`src/hdl/api_pkg.sv`:
```
package api_pkg;

	typedef logic [31:0] word_t;
	typedef logic [27:0] timeout_t;
	typedef logic [7:0]  sck_div_t; // half period is sck_div + 1 clocks.
	typedef logic [5:0]  ch_num_t;
	typedef logic [7:0]  word_num_t;
	typedef logic [9:0]  fill_t;
	typedef logic [7:0]  axi_addr_t;

	// the host reads this encoding back in the state register.
	typedef enum logic [1:0] {
		ST_IDLE = 2'd0,
		ST_WORK = 2'd1,
		ST_NOP  = 2'd2,
		ST_DONE = 2'd3
	} api_state_e;

	localparam axi_addr_t REG_STATE    = 8'h00;
	localparam axi_addr_t REG_TIMEOUT  = 8'h04;
	localparam axi_addr_t REG_SCK      = 8'h08;
	localparam axi_addr_t REG_CH_NUM   = 8'h0C;
	localparam axi_addr_t REG_WORD_NUM = 8'h10;
	localparam axi_addr_t REG_TX_DATA  = 8'h14;
	localparam axi_addr_t REG_RX_DATA  = 8'h18;
	localparam axi_addr_t REG_RX_COUNT = 8'h1C;

	localparam logic [7:0] TAG_BYTE = 8'h12; // marks the last word of a channel.

	typedef struct packed {
		timeout_t  timeout;
		sck_div_t  sck_div;
		ch_num_t   ch_num;
		word_num_t word_num;
	} api_cfg_s;

endpackage

```
`src/hdl/api_timer.sv`:
```
`timescale 1ns/1ps

module api_timer
	import api_pkg::*;
(
	input  logic     clk,
	input  logic     rst,
	input  timeout_t timeout,
	input  logic     start,
	output logic     busy
);
	timeout_t count;

	assign busy = count != '0;

	always_ff @(posedge clk) begin
		if (rst) begin
			count <= '0;
		end else if (start) begin
			count <= timeout;
		end else if (busy) begin
			count <= count - 1'b1;
		end
	end

endmodule

```
`src/hdl/api_phy.sv`:
```
`timescale 1ns/1ps

module api_phy
	import api_pkg::*;
(
	input  logic     clk,
	input  logic     rst,
	input  sck_div_t sck_div,
	input  logic     start,
	input  word_t    tx_word,
	output logic     done,
	output word_t    rx_word,
	output logic     busy,
	output logic     sck,
	output logic     mosi,
	input  logic     miso
);
	sck_div_t   div_cnt;
	logic [5:0] half_cnt; // 64 half periods make one frame.
	logic       half_end;
	word_t      tx_sr;
	word_t      rx_sr;

	assign half_end = busy && div_cnt == sck_div;
	assign mosi     = tx_sr[31];
	assign rx_word  = rx_sr;

	always_ff @(posedge clk) begin
		if (rst) begin
			busy     <= 1'b0;
			done     <= 1'b0;
			sck      <= 1'b0;
			div_cnt  <= '0;
			half_cnt <= '0;
		end else begin
			done <= 1'b0;
			if (start) begin
				busy     <= 1'b1;
				div_cnt  <= '0;
				half_cnt <= '0;
			end else if (busy) begin
				div_cnt <= half_end ? '0 : div_cnt + 1'b1;
				if (half_end) begin
					half_cnt <= half_cnt + 1'b1;
					sck      <= !half_cnt[0]; // even halves end in a rising edge.
					if (half_cnt == 6'd63) begin
						busy <= 1'b0;
						done <= 1'b1;
					end
				end
			end
		end
	end

	// the next bit goes out on the falling edge, so it is stable half a period early.
	// after the 32nd shift the register is empty and mosi rests low.
	always_ff @(posedge clk) begin
		if (rst) begin
			tx_sr <= '0;
		end else if (start) begin
			tx_sr <= tx_word;
		end else if (half_end && half_cnt[0]) begin
			tx_sr <= tx_sr << 1;
		end
	end

	always_ff @(posedge clk) begin
		if (half_end && !half_cnt[0]) begin
			rx_sr <= {rx_sr[30:0], miso}; // sampled as sck rises.
		end
	end

	assert property (@(posedge clk) disable iff (rst) start |-> !busy)
		else $error("frame started while the engine is busy");

endmodule

```
`src/hdl/api_ctrl.sv`:
```
`timescale 1ns/1ps

module api_ctrl
	import api_pkg::*;
#(
	parameter int API_NUM    = 4,
	parameter int FIFO_DEPTH = 512
) (
	input  logic               clk,
	input  logic               rst,
	input  api_cfg_s           cfg,
	output api_state_e         state,
	input  word_t              tx_head,
	input  fill_t              tx_count,
	output logic               tx_pop,
	input  fill_t              rx_count,
	output logic               rx_push,
	output word_t              rx_data,
	output logic [API_NUM-1:0] load,
	output logic               sck,
	output logic               mosi,
	input  logic [API_NUM-1:0] miso
);
	localparam logic [API_NUM-1:0] SEL_ONE = API_NUM'(1);

	api_state_e nxt_state;
	ch_num_t    ch_cnt;
	ch_num_t    next_ch;
	word_num_t  word_cnt;
	logic [3:0] nop_cnt;
	logic       nop_done;
	logic       last_ch;
	logic       last_word;
	logic       can_start;
	logic       cfg_ok;
	logic       trail_done;
	logic       timer_start;
	logic       timer_busy;
	logic       phy_start;
	logic       phy_done;
	word_t      phy_rx;
	logic       miso_line;

	assign miso_line = &(miso | load); // unselected chips read as one.

	// a channel needs all of its words queued and room for all of its answers.
	assign can_start = fill_t'(cfg.word_num) <= tx_count &&
		fill_t'(cfg.word_num) <= fill_t'(FIFO_DEPTH) - rx_count;
	assign cfg_ok      = cfg.ch_num != '0 && cfg.word_num != '0;
	assign nop_done    = nop_cnt == 4'd14;
	assign last_ch     = ch_cnt == ch_num_t'(cfg.ch_num - 1'b1);
	assign last_word   = word_cnt == word_num_t'(cfg.word_num - 1'b1);
	assign next_ch     = (state == ST_IDLE) ? '0 : ch_num_t'(ch_cnt + 1'b1);
	assign timer_start = state == ST_IDLE && nxt_state != ST_IDLE;

	assign rx_push = state == ST_WORK && phy_done;
	assign tx_pop  = rx_push;
	assign rx_data = last_word ? {phy_rx[31:16], TAG_BYTE, 8'(ch_cnt)} : phy_rx;

	always_comb begin
		nxt_state = state;
		case (state)
			ST_IDLE: begin
				if (cfg_ok && can_start) begin
					nxt_state = ST_WORK;
				end
			end
			ST_WORK: begin
				if (phy_done && last_word) begin
					nxt_state = ST_NOP;
				end
			end
			ST_NOP: begin
				if (nop_done && last_ch) begin
					nxt_state = ST_DONE;
				end else if (nop_done && can_start) begin
					nxt_state = ST_WORK;
				end
			end
			ST_DONE: begin
				if (trail_done && !timer_busy) begin
					nxt_state = ST_IDLE;
				end
			end
		endcase
	end

	always_ff @(posedge clk) begin
		if (rst) begin
			state      <= ST_IDLE;
			ch_cnt     <= '0;
			word_cnt   <= '0;
			nop_cnt    <= '0;
			load       <= '1;
			phy_start  <= 1'b0;
			trail_done <= 1'b0;
		end else begin
			state      <= nxt_state;
			phy_start  <= 1'b0;
			trail_done <= state == ST_DONE && (trail_done || phy_done);
			if (state != ST_NOP) begin
				nop_cnt <= '0;
			end else if (!nop_done) begin
				nop_cnt <= nop_cnt + 1'b1; // holds at 14 while the next channel waits.
			end
			if (state != ST_WORK && nxt_state == ST_WORK) begin
				load      <= ~(SEL_ONE << next_ch);
				ch_cnt    <= next_ch;
				word_cnt  <= '0;
				phy_start <= 1'b1;
			end else if (state == ST_WORK && phy_done) begin
				word_cnt  <= word_cnt + 1'b1;
				phy_start <= !last_word;
			end else if (state == ST_NOP && nxt_state == ST_DONE) begin
				load      <= '1; // trailing frame goes out with nothing selected.
				phy_start <= 1'b1;
			end
		end
	end

	api_timer u_timer (
		.clk     (clk),
		.rst     (rst),
		.timeout (cfg.timeout),
		.start   (timer_start),
		.busy    (timer_busy)
	);

	api_phy u_phy (
		.clk     (clk),
		.rst     (rst),
		.sck_div (cfg.sck_div),
		.start   (phy_start),
		.tx_word (tx_head),
		.done    (phy_done),
		.rx_word (phy_rx),
		.busy    (),
		.sck     (sck),
		.mosi    (mosi),
		.miso    (miso_line)
	);

	// a chip is selected only while its channel runs or settles.
	assert property (@(posedge clk) disable iff (rst)
		$countones(~load) <= 1 && (load == '1 || state == ST_WORK || state == ST_NOP))
		else $error("chip selection does not match the sequencer state");
	assert property (@(posedge clk) disable iff (rst) tx_pop |-> tx_count != '0)
		else $error("transmit pop with no words queued");
	assert property (@(posedge clk) disable iff (rst) rx_push |-> rx_count != fill_t'(FIFO_DEPTH))
		else $error("receive push into a full fifo");

endmodule

```
`config.mk`:
```
export PLATFORM = sky130hd
export DESIGN_NAME = api_ctrl
export DESIGN_NICKNAME = d
export VERILOG_FILES = /design/src/hdl/api_pkg.sv /design/src/hdl/api_timer.sv /design/src/hdl/api_phy.sv /design/src/hdl/api_ctrl.sv
export SDC_FILE = /design/constraint.sdc
export NUM_CORES = 1
export LEC_CHECK = 0
export ABC_AREA = 1
export BUFFER_PORTS_ARGS = -buffer_cell sky130_fd_sc_hd__buf_2
export CORE_ASPECT_RATIO = 0.6
export CORE_MARGIN = 3
export CORE_UTILIZATION = 33
export DETAILED_ROUTE_END_ITERATION = 8
export HOLD_SLACK_MARGIN = 0.05
export PLACE_DENSITY_LB_ADDON = 0.1
export SETUP_SLACK_MARGIN = 0.05
export SYNTH_ARGS = -nofsm -noshare
export SYNTH_HDL_FRONTEND = slang
export SYNTH_SLANG_ARGS = --single-unit
export TNS_END_PERCENT = 10
```
`constraint.sdc`:
```
create_clock -name clk -period 5.8 [get_ports clk]
set_input_delay 0.87 -clock clk [delete_from_list [all_inputs] [get_ports clk]]
set_output_delay 0.87 -clock clk [all_outputs]
set_load 0.03 [all_outputs]
```
==> flow_summary.json <==
{
  "status": "complete, no violations",
  "wirelength_microns": 19500,
  "cts_buffers": 17,
  "top_level_ports": 150,
  "setup_violations": 0,
  "fin_skew_ns": 0.00962,
  "clkSlewWorstSetupHoldPaths_ns": 0.06,
  "antenna_left": 0,
  "grt_usage_pct": 15.6,
  "synth_top_area_share_pct": 26.7,
  "arrival_ns": 3.08,
  "crit_top_cell": "nand2_1",
  "yosysUniqueCellTypes": 51,
  "synth_top_cell_by_area": "dfxtp_1",
  "max_stage_delay_ns": 0.55,
  "cts_root_buffer": "clkbuf_16",
  "grt_start_max_net_pins": 51,
  "synth_area_sq_um": 7710,
  "critPathMaxFanout": 21,
  "timing.fmax_mhz": 253,
  "synth_compound_area_share_pct": 9.70,
  "yosys_most_used_dff": "dfxtp_1",
  "ys_top_cells_by_area": "dfxtp_1, edfxtp_1, nand2_1",
  "htree_levels": 4,
  "min_path_type": "flop to flop",
  "clkSinkCount": 135,
  "rsz0062_at_grt": "false",
  "slew_headroom_pct": 29.9,
  "ys_ff_latch": 135,
  "period_needed_ns": 3.95,
  "slew_violations": 0,
  "yosys.cell_count.top_type": "nand2_1",
  "critPathBufInv": 4,
  "antenna_found_initial": 0,
  "diodes": 0,
  "synth-async-reset-ratio_pct": 0,
  "yosysSeqAreaShare_pct": 39.2,
  "synthMuxAreaShare_pct": 0.292,
  "crit_path_end_kind": "output port",
  "area_growth_pct": 18.3,
  "vias": 6570,
  "fin_crit_sh_pct": 68.0,
  "rows": 42,
  "synthesis.nets": 1146,
  "grt_pass1_vias": 6087,
  "drt_drc_violations_left": 0,
  "hpwl_microns": 14600,
  "drt_iter0_markers": 388,
  "worstPathRequired_ns": 4.93,
  "clkLatencyLatePin_ns": 0.42,
  "hold_viol": 0,
  "synth_common_cells": "nand2_1, nor2_1, dfxtp_1, inv_1, nand3_1",
  "synthAdderAreaFrac_pct": 4.38,
  "p_total_uw": 2480,
  "power_density_nw_per_um2": 271,
  "cts_hold_buf": 0,
  "leakagePower_uw": 0.00409,
  "synth_xor_area_share_pct": 6.02,
  "fp.coreArea_sq_um": 22500,
  "final_nets": 1275,
  "synth_edf_count": 32,
  "grt_pass1_wl_microns": 32000,
  "worstSetupPathType": "input pin to output port",
  "path_cells": "buf_2, inv_2, ha_1, inv_1, nand2_1, nand2_1, nand2_1, nand2_1, nand2_1, nor2_1, nand3_1, mux2_2, buf_2",
  "yosys.area_share.simple_pct": 30.9,
  "path_delay_family": "simple AND/OR/NAND/NOR gates",
  "cp_slowest_cell": "nand3_1",
  "post_drt_wl_per_cell_microns": 13.4,
  "syn_inst": 1011,
  "worst_pin_slew_ns": 1.05,
  "die_h_microns": 124,
  "globalRouteOverflowTotal": 0,
  "clock_path_buffers": 2,
  "cap_violations": 0,
  "start_util_pct": 34.3,
  "cts_tree": "done",
  "die_x_microns": 203,
  "gp_congestion": 0.802,
  "cts_setup_buffers": 0,
  "viasPerCell": 4.50,
  "ir_drop_uv": 188,
  "ctsResizeCount": 0,
  "cp-start-kind": "input pin",
  "avgSynthCellArea_sq_um": 7.63,
  "setup_tns_ns": 0,
  "die_area_sq_um": 25300,
  "synth_top_family_by_area": "simple AND/OR/NAND/NOR gates",
  "yosysWarnings": 0,
  "layout-drive-gt1-share_pct": 23.2,
  "first_pass_iters": 4,
  "port-buffer-count": 149
}
## final cells by class
class | count | area [sq um]
fill | 2393 | 13400
multi-input combinational | 719 | 3960
sequential | 135 | 3020
timing repair buffer | 151 | 761
inverter | 116 | 435
clock buffer | 17 | 425
tap | 308 | 385
clock inverter | 15 | 130
## metrics by stage
stage / util (%) / setup slack [ns] / area [sq um] / hold slack [ns] / instances
4_1_cts: 40.6 / 1.85 / 9120 / 0.444 / 1461
3_5_place_dp: 38.1 / 1.86 / 8570 / 0.431 / 1429
2_1_floorplan: - / 2.32 / 7710 / 0.420 / 1011
5_1_grt: 40.6 / 1.61 / 9120 / 0.463 / 1461
3_3_place_gp: 38.1 / 1.89 / 8570 / 0.428 / 1429
6_report: 40.6 / 1.85 / 9120 / 0.446 / 1461
## registers in the layout (all words and copies together), names as in the netlist, 2 cells and up
register        count
u_phy.tx_sr        32
state               2
u_phy.div_cnt       8
load                4
u_phy.half_cnt      6
nop_cnt             4
u_timer.count      28
u_phy.rx_word      32
word_cnt            8
ch_cnt              6
## layout by cell type, fill, tap and decap left out, types with 3 or more instances in the layout
cell,n
inv_2,13
nand2_1,248
o21bai_1,5
o22ai_1,4
or2_1,3
clkbuf_16,17
nor4_1,4
inv_1,103
edfxtp_1,32
nand3_2,3
nor2_4,15
buf_2,149
nor2_1,107
nor3_1,23
ha_1,27
clkinv_4,5
clkinv_1,3
o21ai_1,14
o21ai_0,22
clkinvlp_4,3
dfxtp_1,103
a21oi_1,34
a31oi_1,23
nand4_1,13
nor2_2,9
a211oi_2,3
nand2_2,22
a21oi_2,10
xnor2_1,12
xor2_1,41
nand3_1,52
## where the power goes
part	switching (uW)	internal [uW]	leakage (uW)	total, uW
clock network	428	589	0.000262	1020
registers	42.3	1010	0.00113	1050
logic	252	156	0.00270	408
## logic make-up (layout without fill, tap and decap cells)
group	count (synthesis)	count (layout)
simple gates	514	514
buf+inv	157	299
flops	135	135
compound gates	123	123
xor+xnor	53	53
fa+ha+maj	27	27
mux	2	2
## layer usage
metal	up-vias	wire length (microns)	part of all wire, %	GRT usage, %
li1	3524	-	-	-
met1	2908	11400	58	25.7
met2	126	7200	37	19.9
met3	12	805	4.1	3.84
met4	0	151	0.77	3.28
met5	-	0	0	0
## final timing paths
check                                        from                end  slack, ns  cells after the start
worst max-delay path                       cfg[0]         rx_data[1]       1.85                     13
worst min-delay path            u_phy.rx_word[15]  u_phy.rx_word[16]       0.45                      0
worst max register to register   u_phy.div_cnt[3]     u_phy.tx_sr[2]       3.25                     11
worst min register to register  u_phy.rx_word[15]  u_phy.rx_word[16]       0.45                      0
Note: power is estimated with default switching activity, not from simulation.
