--- config.mk ---
export PLATFORM = sky130hd
export DESIGN_NAME = api_regs
export DESIGN_NICKNAME = d
export VERILOG_FILES = /design/src/hdl/api_pkg.sv /design/src/hdl/api_regs.sv
export SDC_FILE = /design/constraint.sdc
export NUM_CORES = 1
export LEC_CHECK = 0
export ABC_CLOCK_PERIOD_IN_PS = 8100
export BUFFER_PORTS_ARGS = -buffer_cell sky130_fd_sc_hd__buf_2
export CAP_MARGIN = 0
export CORE_UTILIZATION = 50
export CTS_CLUSTER_SIZE = 30
export DETAILED_ROUTE_END_ITERATION = 10
export PLACE_DENSITY = 0.86
export SYNTH_ARGS = -nofsm -noshare
export SYNTH_HDL_FRONTEND = slang
export SYNTH_SLANG_ARGS = --single-unit
--- constraint.sdc ---
create_clock -name clk -period 8.1 [get_ports clk]
set_input_delay 1.62 -clock clk [delete_from_list [all_inputs] [get_ports clk]]
set_output_delay 1.62 -clock clk [all_outputs]
set_load 0.01 [all_outputs]
--- src/hdl/api_pkg.sv ---
package api_pkg;

	typedef logic [31:0] word_t;
	typedef logic [27:0] timeout_t;
	typedef logic [7:0]  sck_div_t; // half period is sck_div + 1 clocks.
	typedef logic [5:0]  ch_num_t;
	typedef logic [7:0]  word_num_t;
	typedef logic [9:0]  fill_t;
	typedef logic [7:0]  axi_addr_t;

	// the host reads this encoding back in the state register.
	typedef enum logic [1:0] {
		ST_IDLE = 2'd0,
		ST_WORK = 2'd1,
		ST_NOP  = 2'd2,
		ST_DONE = 2'd3
	} api_state_e;

	localparam axi_addr_t REG_STATE    = 8'h00;
	localparam axi_addr_t REG_TIMEOUT  = 8'h04;
	localparam axi_addr_t REG_SCK      = 8'h08;
	localparam axi_addr_t REG_CH_NUM   = 8'h0C;
	localparam axi_addr_t REG_WORD_NUM = 8'h10;
	localparam axi_addr_t REG_TX_DATA  = 8'h14;
	localparam axi_addr_t REG_RX_DATA  = 8'h18;
	localparam axi_addr_t REG_RX_COUNT = 8'h1C;

	localparam logic [7:0] TAG_BYTE = 8'h12; // marks the last word of a channel.

	typedef struct packed {
		timeout_t  timeout;
		sck_div_t  sck_div;
		ch_num_t   ch_num;
		word_num_t word_num;
	} api_cfg_s;

endpackage

--- src/hdl/api_regs.sv ---
`timescale 1ns/1ps

module api_regs
	import api_pkg::*;
(
	input  logic       clk,
	input  logic       rst,
	input  axi_addr_t  awaddr,
	input  logic       awvalid,
	output logic       awready,
	input  word_t      wdata,
	input  logic       wvalid,
	output logic       wready,
	output logic [1:0] bresp,
	output logic       bvalid,
	input  logic       bready,
	input  axi_addr_t  araddr,
	input  logic       arvalid,
	output logic       arready,
	output word_t      rdata,
	output logic [1:0] rresp,
	output logic       rvalid,
	input  logic       rready,
	output api_cfg_s   cfg,
	input  api_state_e state,
	output logic       tx_push,
	output word_t      tx_data,
	input  logic       tx_full,
	input  word_t      rx_head,
	input  logic       rx_empty,
	input  fill_t      rx_count,
	output logic       rx_pop
);
	localparam logic [1:0] RESP_OKAY   = 2'b00;
	localparam logic [1:0] RESP_SLVERR = 2'b10;

	logic  wr_hs;
	logic  rd_hs;
	logic  wr_err;
	logic  rd_err;
	word_t rd_data;

	// address and data are taken together and only one write is in flight.
	assign wr_hs   = awvalid && wvalid && !bvalid;
	assign awready = wr_hs;
	assign wready  = wr_hs;
	assign arready = !rvalid;
	assign rd_hs   = arvalid && arready;
	assign rx_pop  = rd_hs && araddr == REG_RX_DATA && !rx_empty;

	always_comb begin
		case (awaddr)
			REG_STATE, REG_RX_DATA, REG_RX_COUNT: wr_err = 1'b0; // writes here are ignored.
			REG_TIMEOUT, REG_SCK, REG_CH_NUM, REG_WORD_NUM: wr_err = 1'b0;
			REG_TX_DATA: wr_err = tx_full;
			default: wr_err = 1'b1;
		endcase
	end

	always_comb begin
		rd_data = '0;
		rd_err  = 1'b0;
		case (araddr)
			REG_STATE:    rd_data = word_t'(state);
			REG_TIMEOUT:  rd_data = word_t'(cfg.timeout);
			REG_SCK:      rd_data = word_t'(cfg.sck_div);
			REG_CH_NUM:   rd_data = word_t'(cfg.ch_num);
			REG_WORD_NUM: rd_data = word_t'(cfg.word_num);
			REG_TX_DATA:  rd_data = '0;
			REG_RX_DATA: begin
				if (rx_empty) begin
					rd_err = 1'b1;
				end else begin
					rd_data = rx_head;
				end
			end
			REG_RX_COUNT: rd_data = word_t'(rx_count);
			default:      rd_err = 1'b1;
		endcase
	end

	always_ff @(posedge clk) begin
		if (rst) begin
			cfg <= '0;
		end else if (wr_hs) begin
			case (awaddr)
				REG_TIMEOUT:  cfg.timeout  <= timeout_t'(wdata);
				REG_SCK:      cfg.sck_div  <= sck_div_t'(wdata);
				REG_CH_NUM:   cfg.ch_num   <= ch_num_t'(wdata);
				REG_WORD_NUM: cfg.word_num <= word_num_t'(wdata);
				default: ;
			endcase
		end
	end

	always_ff @(posedge clk) begin
		if (rst) begin
			bvalid  <= 1'b0;
			tx_push <= 1'b0;
		end else begin
			tx_push <= wr_hs && awaddr == REG_TX_DATA && !tx_full;
			if (wr_hs) begin
				bvalid <= 1'b1;
			end else if (bready) begin
				bvalid <= 1'b0;
			end
		end
	end

	always_ff @(posedge clk) begin
		if (wr_hs) begin
			tx_data <= wdata;
			bresp   <= wr_err ? RESP_SLVERR : RESP_OKAY;
		end
	end

	always_ff @(posedge clk) begin
		if (rst) begin
			rvalid <= 1'b0;
		end else if (rd_hs) begin
			rvalid <= 1'b1;
		end else if (rready) begin
			rvalid <= 1'b0;
		end
	end

	always_ff @(posedge clk) begin
		if (rd_hs) begin
			rdata <= rd_data;
			rresp <= rd_err ? RESP_SLVERR : RESP_OKAY;
		end
	end

	// a write response must stay up until the host takes it.
	assert property (@(posedge clk) disable iff (rst) bvalid && !bready |=> bvalid)
		else $error("bvalid dropped before bready");

endmodule

==> flow_summary.ini, run 1 <==
[outcome]
status = finished clean

[worst_setup_path]
worstPathRequired_ns = 6.48
path_buf_inv = 3
end_kind = primary output
cp-start-kind = primary input
worstPathCellList = buf_2 -> or3_4 -> nor4_4 -> buf_4 -> and2_1 -> buf_2
cp_top_family = simple AND/OR/NAND/NOR gates
path_max_fanout = 33
worstPathArrival_ns = 3.08
slowest_delay_ns = 0.42
critPathKind = primary input to primary output
slowest_stage = or3_4
cp_common_cell = buf_2

[clock_network]
path_clk_slew_ns = 0.06
clk_latency_ns = 0.50
cts_root_buf = clkbuf_8
ctsHoldBuffers = 0
cts.sinks = 119
postCtsSetupRepairBufs = 0
cts_resized = 0
cts_made_buffers = 17
cts_tree = done
clk_path_buf_depth = 2
htree_levels = 4

[timing]
setup_viol = 0
rsz0062_at_grt = no
whs_ns = 0.471
tightest_slew_ns = 1.25
hold_violations = 0
fin_skew_ns = 0.00821
slew_violations = 0
period_share = 0.580
max_freq_mhz = 213
fin_crit_ns = 4.70
setup_tns_ns = 0
max_slew_margin = 0.167

[yosys]
synth_adder_area_share = 0
synth_top_family_by_area = simple AND/OR/NAND/NOR gates
synthTopCellsByArea = edfxtp_1 (42%), dfxtp_1 (23%), nand2_1 (5.0%), mux2i_1 (4.7%), a22o_1 (4.1%)
synth.area.mux_share = 0.0662
yosysTopAreaCellShare = 0.423
async_flop_share = 0
synth_compound_area_frac = 0.117
ys_seq_area_frac = 0.649
yosysTopAreaCell = edfxtp_1
ys_ff_latch = 119
yosysWarnings = 0
postSynthCellCount = 394
synth.cell_area_um2 = 4690
synth_edf_count = 66
synth_cell_type_count = 39
synth_flop_cell = edfxtp_1
syn_area_per_cell_um2 = 11.9
yosys.area_share.simple = 0.137
yosys.area_share.xor_xnor = 0

[drt]
first_pass_iters = 5
dr_wl_met3_mm = 1.16
vias = 4046
final_antenna_net_count = 0
wl_mm = 13.0
wl_met1_mm = 4.90
highest-signal-layer = met4
routed-wl-met2_mm = 6.73
viasPerCell = 5.50
drc = 0
wl_per_cell_um = 17.7
drtIter0Drc = 167

[placed_design]
place.gp.congestion = 0.843
port_buffers = 223
place_hpwl_mm = 9.13

[pwr]
power.density_nw_per_um2 = 221
p_leak_nw = 2.89
irDropWorstVdd_mv = 0.153
power_mw = 1.41

[die]
dieArea_um2 = 9760
die_w_um = 98.8
start_util = 0.527
core_area_um2 = 8890
fp.dieH_um = 98.8
row_count = 34
ios = 226

[worst_hold_path]
hold_class = register to register

[global_routing]
antenna_found_initial = 0
grt_pass1_wl_mm = 19.9
gr-total-overflow = 0
grt_max_degree = 54
grt_use_total = 0.272
grt_pass1_vias = 3885

[cells_and_area]
area.sequential_um2 = 3040
multi_input_area_um2 = 1520
final.fill_count = 624
drive_above_1_share = 0.431
nets = 715
antenna_cells = 0
layout.cells.most_common = buf_2
syn_to_final_growth_pct = 36.1
layout_common_cells = buf_2 (223), edfxtp_1 (66), nand2_1 (63)

[run]
cap_violations = 0
## kinds of logic after synthesis
logic type,Yosys count
AO/OA/AOI/OAI,81
buffers and inverters,29
flip-flops,119
multiplexers,30
other,1
AND/OR/NAND/NOR,134
## path summary, 6_finish.rpt
| path | startpoint | endpoint | slack (ns) | cells past startpoint |
|---|---|---|---|---|
| worst max-delay path | araddr[5] | rx_pop | 3.40 | 6 |
| worst min-delay path | cfg[43] | cfg[43] | 0.47 | 2 |
| worst min register to register | cfg[43] | cfg[43] | 0.47 | 2 |
| worst max register to register | bvalid | cfg[35] | 5.23 | 4 |
## worst register-to-register path, cell delays in order, from the launching register on
cell and delay [ns]:
dfxtp_1 0.33, and3b_2 0.93, and3_1 1.14, nand2_1 0.17
a21oi_1 0.21
## flip-flops by register name, indices dropped and copies added, names as in the netlist
register,flops
rvalid,1
tx_data,32
rdata,32
rresp,1
tx_push,1
cfg,50
bresp,1
bvalid,1
## layout make-up
cell class                      count  area share
Clock buffer                       18      0.0655
Sequential cell                   119       0.477
Tap cell                          108      0.0212
Multi-Input combinational cell    247       0.238
Timing Repair Buffer              226       0.179
Clock inverter                     14      0.0175
Inverter                            3     0.00177
## per-layer routing
| metal | track usage | vias up |
|---|---|---|
| met5 | 0 | - |
| met4 | 0.0987 | 0 |
| met3 | 0.0794 | 18 |
| met2 | 0.493 | 236 |
| met1 | 0.303 | 1915 |
| li1 | - | 1877 |
## synthesized netlist by cell type (all sizes together), types with 2 or more instances
cell type	n
nor2	31
a22o	22
mux2i	22
mux2	8
nand4	4
nand3b	5
a211o	2
and3	2
a21o	2
nor4	3
nand2	63
a22oi	4
nor2b	3
a31oi	4
edfxtp	66
a21oi	35
nand3	8
a221oi	4
inv	3
o21ai	3
a32oi	2
nor4b	3
a221o	2
and2	6
buf	13
clkbuf	13
dfxtp	53
## per-stage QoR
| stage | area [µm²] | utilization | setup slack (ns) | std cells |
|---|---|---|---|---|
| final | 6380 | 0.717 | 3.40 | 735 |
| after detailed placement | 5850 | 0.658 | 3.39 | 703 |
| after global placement | 5850 | 0.658 | 3.42 | 703 |
| after global routing | 6380 | 0.717 | 3.32 | 735 |
| after CTS | 6380 | 0.717 | 3.39 | 735 |
| after floorplan | 4690 | - | 3.00 | 395 |
## report_power, final
group          internal [mW]  leakage [nW]  switching (mW)
sequential             0.656          1.06         0.00491
combinational         0.0361          1.57          0.0547
clock                  0.401         0.257           0.256
Power figures use the tool's default switching activity.
==> inputs of run 2 (changes only) <==
--- a/config.mk
+++ b/config.mk
@@ -5,13 +5,13 @@
 export SDC_FILE = /design/constraint.sdc
 export NUM_CORES = 1
 export LEC_CHECK = 0
-export ABC_CLOCK_PERIOD_IN_PS = 8100
+export ABC_CLOCK_PERIOD_IN_PS = 3900
 export BUFFER_PORTS_ARGS = -buffer_cell sky130_fd_sc_hd__buf_2
 export CAP_MARGIN = 0
-export CORE_UTILIZATION = 50
+export CORE_UTILIZATION = 42
 export CTS_CLUSTER_SIZE = 30
 export DETAILED_ROUTE_END_ITERATION = 10
-export PLACE_DENSITY = 0.86
+export PLACE_DENSITY = 0.77
 export SYNTH_ARGS = -nofsm -noshare
 export SYNTH_HDL_FRONTEND = slang
 export SYNTH_SLANG_ARGS = --single-unit
==> constraint.sdc (replaced) <==
create_clock -name clk -period 3.9 [get_ports clk]
set_input_delay 0.78 -clock clk [delete_from_list [all_inputs] [get_ports clk]]
set_output_delay 0.78 -clock clk [all_outputs]
set_load 0.01 [all_outputs]
==> flow_summary.ini, run 2 (synthesized netlist as in run 1, its figures left out) <==
[timing]
setup_ws_ns = 1.10
period_share = 0.718
max_freq_mhz = 357
fin_crit_ns = 2.80
max_slew_margin = 0.316
tightest_slew_ns = 1.03
setup_viol = 0
hold_violations = 0
slew_violations = 0
fin_skew_ns = 0.00818
whs_ns = 0.453
rsz0062_at_grt = no
setup_tns_ns = 0

[cells_and_area]
regMostFlops = cfg
multi_input_area_um2 = 1520
largest_reg_flops = 50
drive_above_1_share = 0.438
antenna_cells = 0
syn_to_final_growth_pct = 38.0
layout_common_cells = buf_2 (223), edfxtp_1 (66), nand2_1 (63)
final.fill_count = 926
largest_registers = cfg (50), rdata (32), tx_data (32)
nets = 718
area.sequential_um2 = 3040
final_area_um2 = 6460
layout.cells.most_common = buf_2

[clock_network]
cts_made_buffers = 17
htree_levels = 4
cts_root_buf = clkbuf_8
postCtsSetupRepairBufs = 0
clk_latency_ns = 0.51
cts.sinks = 119
ctsHoldBuffers = 0
cts_resized = 0
path_clk_slew_ns = 0.06
clk_path_buf_depth = 2
cts_tree = done

[pwr]
p_leak_nw = 2.91
switching_share = 0.232
switchingPower_mw = 0.697
p_comb_frac = 0.064
power_frac_seq = 0.457
internal-power_mw = 2.30
power.density_nw_per_um2 = 464
irDropWorstVdd_mv = 0.199
clockPowerShare = 0.479

[worst_setup_path]
r2r-start = bvalid
slowest_stage = or3_4
end_kind = primary output
worstPathRequired_ns = 3.12
worst_r2r_path_depth = 5
crit_start = araddr[5]
cp-start-kind = primary input
critPathKind = primary input to primary output
timing.rr.end = cfg[33]
worstPathCellList = buf_2 -> or3_4 -> nor4_4 -> and2_1 -> buf_2
slowest_delay_ns = 0.43
r2r_slack_ns = 1.86
worstPathArrival_ns = 2.02
path_max_fanout = 5
cp_common_cell = buf_2

[worst_hold_path]
hp-start = wdata[31]
whs_endpoint = tx_data[31]
hold_class = primary input to register
holdPathStages = 1

[global_routing]
grt_use_total = 0.228
grt_pass1_vias = 3770
grt_max_degree = 54
grt_pass1_wl_mm = 19.8
gr-total-overflow = 0
antenna_found_initial = 0

[drt]
final_antenna_net_count = 0
wl_per_cell_um = 17.5
wl_mm = 13.5
drc = 0
drtIter0Drc = 300
first_pass_iters = 4
vias = 3960
viasPerCell = 5.14

[die]
start_util = 0.432
row_count = 38
die_w_um = 108
ios = 226
fp.dieH_um = 108
dieArea_um2 = 11600
core_area_um2 = 10800

[placed_design]
port_buffers = 223
pre_cts_ws_ns = 1.08
dpl_cell_area_um2 = 5910
place.gp.congestion = 0.819
place_hpwl_mm = 9.64

[run]
cap_violations = 0

[outcome]
status = finished clean
## run 2: cell count changes in the layout (fill, tap and decap cells not counted), sizes merged
| cell | delta |
|---|---|
| buf | +3 |
| inv | +2 |
| clkinvlp | +1 |
| clkinv | -3 |
## run 2: worst max-delay path: cells and delay by family
family / cells / cell delay (ns)
simple gates: 3 / 0.99
buf+inv: 2 / 0.25
## run 2: layer usage
layer,vias to the layer above,GRT usage,share of wire,wire [µm]
met5,-,0,0,0
met1,1881,0.280,0.41,5520
met2,185,0.389,0.50,6760
met4,0,0.0714,0.010,138
met3,9,0.0617,0.079,1060
li1,1885,-,-,-
## run 2: power groups by stage
| stage | Combinational [mW] | Clock [mW] | Sequential (mW) |
|---|---|---|---|
| global route | 0.207 | 1.51 | 1.37 |
| CTS | 0.192 | 1.46 | 1.37 |
| detailed placement | 0.192 | 0 | 1.40 |
| finish | 0.193 | 1.44 | 1.37 |
| floorplan | 0.0579 | 0 | 1.42 |
| global placement | 0.187 | 0 | 1.39 |
## run 2: metrics by stage
stage          utilization  power [mW]  std cells
2_1_floorplan            -        1.47        395
3_3_place_gp         0.545        1.58        738
3_5_place_dp         0.545        1.59        738
4_1_cts              0.596        3.02        770
5_1_grt              0.596        3.09        770
6_report             0.596        3.00        770
## run 2: layout make-up
class	instances	area share
clock inverter	14	0.0195
inverter	3	0.00174
sequential	119	0.471
tap	140	0.0271
timing repair buffer	229	0.180
multi-input combinational	247	0.235
clock buffer	18	0.0662
## run 2: worst max path at each step
stage | end | cells after the start
floorplan | rx_pop | 2
global placement | rx_pop | 5
detailed placement | rx_pop | 5
CTS | rx_pop | 5
global route | rx_pop | 5
finish | rx_pop | 5
==> inputs of run 3 (changes only) <==
--- a/config.mk
+++ b/config.mk
@@ -5,10 +5,11 @@
 export SDC_FILE = /design/constraint.sdc
 export NUM_CORES = 1
 export LEC_CHECK = 0
-export ABC_CLOCK_PERIOD_IN_PS = 3900
+export ABC_AREA = 1
+export ABC_CLOCK_PERIOD_IN_PS = 2450
 export BUFFER_PORTS_ARGS = -buffer_cell sky130_fd_sc_hd__buf_2
 export CAP_MARGIN = 0
-export CORE_UTILIZATION = 42
+export CORE_UTILIZATION = 44
 export CTS_CLUSTER_SIZE = 30
 export DETAILED_ROUTE_END_ITERATION = 10
 export PLACE_DENSITY = 0.77
==> constraint.sdc (replaced) <==
create_clock -name clk -period 2.45 [get_ports clk]
set_input_delay 0.49 -clock clk [delete_from_list [all_inputs] [get_ports clk]]
set_output_delay 0.49 -clock clk [all_outputs]
set_load 0.01 [all_outputs]
==> flow_summary.ini, run 3 <==
[yosys]
async_flop_share = 0
synth_compound_area_frac = 0.0638
synthTopCellsByArea = edfxtp_1 (36%), dfxtp_1 (19%), nand3_1 (10%), nand2_1 (9.2%), nor2_1 (6.5%)
synth_cell_type_count = 27
synth_adder_area_share = 0
synth_flop_cell = edfxtp_1
synth.most_common_cell = nand2_1
synth.cell_area_um2 = 5510
synth_edf_count = 66
yosys.area_share.xor_xnor = 0
yosysTopAreaCell = edfxtp_1
yosysTopAreaCellShare = 0.360
ys_seq_area_frac = 0.552
synth.area.mux_share = 0
yosysWarnings = 0
syn_area_per_cell_um2 = 8.40
synth_common_cells = nand2_1 (135), nand3_1 (113), nor2_1 (95), edfxtp_1 (66), inv_1 (61)
yosys.area_share.simple = 0.294
postSynthCellCount = 656
ys_ff_latch = 119
synth_top_family_by_area = simple AND/OR/NAND/NOR gates

[global_routing]
antenna_found_initial = 0
use_met1 = 0.323
gr-total-overflow = 0
grt_pass1_wl_mm = 23.9
top_usage_layer = met2
grt_pass1_vias = 4580
grt_use_total = 0.244
grt_max_degree = 60
grt_util_met3 = 0.0701
grt_use_met2 = 0.377

[timing]
fin_skew_ns = 0.00553
tightest_slew_ns = 0.699
setup_viol = 0
setup_tns_ns = 0
slew_violations = 0
fin_crit_ns = 1.90
max_slew_margin = 0.531
rsz0062_at_grt = no
hold_violations = 0
max_freq_mhz = 527
period_share = 0.774

[worst_setup_path]
worstPathCellList = nor2_4 -> buf_4 -> buf_2
slowest_delay_ns = 0.35
timing.rr.end = cfg[42]
worstPathArrival_ns = 1.41
path_max_fanout = 8
r2r-start = bvalid
worstPathRequired_ns = 1.96
worst_r2r_path_depth = 5
crit_start = bvalid
r2r_slack_ns = 0.95
slowest_stage = dfxtp_1
cp-start-kind = register
critPathKind = register to primary output
end_kind = primary output

[drt]
vias = 5235
drc = 0
drtIter0Drc = 507
first_pass_iters = 5
wl_mm = 15.8
viasPerCell = 4.96
final_antenna_net_count = 0
wl_per_cell_um = 14.9

[outcome]
status = finished clean

[cells_and_area]
regMostFlops = cfg
multi_input_area_um2 = 1990
layout.cells.most_common = buf_2
area.sequential_um2 = 3040
largest_registers = cfg (50), rdata (32), tx_data (32)
final_area_um2 = 7350
nets = 975
final.fill_count = 1116
layout_common_cells = buf_2 (223), nand2_1 (135), nand3_1 (113)
largest_reg_flops = 50
drive_above_1_share = 0.321
syn_to_final_growth_pct = 33.4

[die]
ios = 226
die_w_um = 114
core_area_um2 = 12100
row_count = 40
fp.dieH_um = 114
dieArea_um2 = 13000
start_util = 0.455

[worst_hold_path]
hold_class = primary input to register
whs_endpoint = tx_data[31]
hp-start = wdata[31]
holdPathStages = 1

[clock_network]
cts_root_buf = clkbuf_16
clk_path_buf_depth = 2
clk_latency_ns = 0.41
ctsHoldBuffers = 0
cts.sinks = 119
postCtsSetupRepairBufs = 0
htree_levels = 4
cts_resized = 0
cts_made_buffers = 17
cts_tree = done
path_clk_slew_ns = 0.05

[placed_design]
place_hpwl_mm = 11.3
port_buffers = 223
place.gp.congestion = 0.867
dpl_cell_area_um2 = 6740

[pwr]
power.density_nw_per_um2 = 700
power_frac_seq = 0.425
irDropWorstVdd_mv = 0.474
switching_share = 0.222
p_leak_nw = 3.52
clockPowerShare = 0.500
p_comb_frac = 0.075
internal-power_mw = 4.00
switchingPower_mw = 1.14

[run]
cap_violations = 0
-- run 3: changes by cell type after synthesis, sizes merged, moves of 8 or more --
cell | before | now
a22o | 22 | 0
mux2 | 8 | 0
nor2 | 31 | 108
o21ai | 3 | 17
nand3 | 8 | 114
mux2i | 22 | 0
a21oi | 35 | 51
inv | 3 | 63
nand2 | 63 | 136
buf | 13 | 34
clkbuf | 13 | 5
-- run 3: logic make-up (layout without fill, tap and decap cells) --
family                 after synthesis  in the layout
AOI/OAI and AO/OA                   69             69
other                                1              3
and+or+nand+nor                    363            363
DFF                                119            119
buffers and inverters              104            334
-- run 3: layer usage --
layer / wire length [µm] / share of wire / up-vias
met5: 0 / 0 / -
met4: 265 / 0.017 / 0
met3: 1340 / 0.085 / 22
met2: 7460 / 0.47 / 242
met1: 6700 / 0.43 / 2387
li1: - / - / 2584
-- run 3: worst max path at each step --
stage	slack, ns	to	cells past startpoint
3_3_place_gp	0.56	rdata[3]	9
6_report	0.55	wready	3
2_1_floorplan	0.51	wready	5
4_1_cts	0.53	wready	3
3_5_place_dp	0.45	rdata[26]	7
5_1_grt	0.43	rx_pop	7
-- run 3: layout make-up --
cell class              instances  share of cell area
clock inverters                14              0.0247
flip-flops and latches        119               0.414
repair buffers                237               0.171
well taps                     168              0.0286
diodes                          1            0.000340
clock buffers                  18              0.0584
inverters                      65              0.0332
multi-input cells             434               0.270
-- run 3: stage by stage --
step                      setup slack [ns]  instances  hold slack, ns  total power [mW]   util
after floorplan                      0.505        657           0.493              2.42      -
after global placement               0.558       1023           0.486              2.61  0.557
after detailed placement             0.448       1023           0.492              2.61  0.557
after CTS                            0.528       1055           0.235              5.17  0.607
after global routing                 0.425       1055           0.234              5.30  0.607
final                                0.554       1056           0.252              5.15  0.607
-- run 3: critical path: cells and delay by family, from the launching register on --
kind / cells / cell delay, ns
buffers and inverters: 2 / 0.36
flip-flops: 1 / 0.35
AND/OR/NAND/NOR: 1 / 0.28
-- run 3: power groups by stage --
stage	sequential [mW]	clock, mW	combinational [mW]
after floorplan	2.26	0	0.159
after global placement	2.23	0	0.383
after detailed placement	2.23	0	0.386
after CTS	2.19	2.59	0.388
after global routing	2.19	2.68	0.426
final	2.19	2.57	0.388
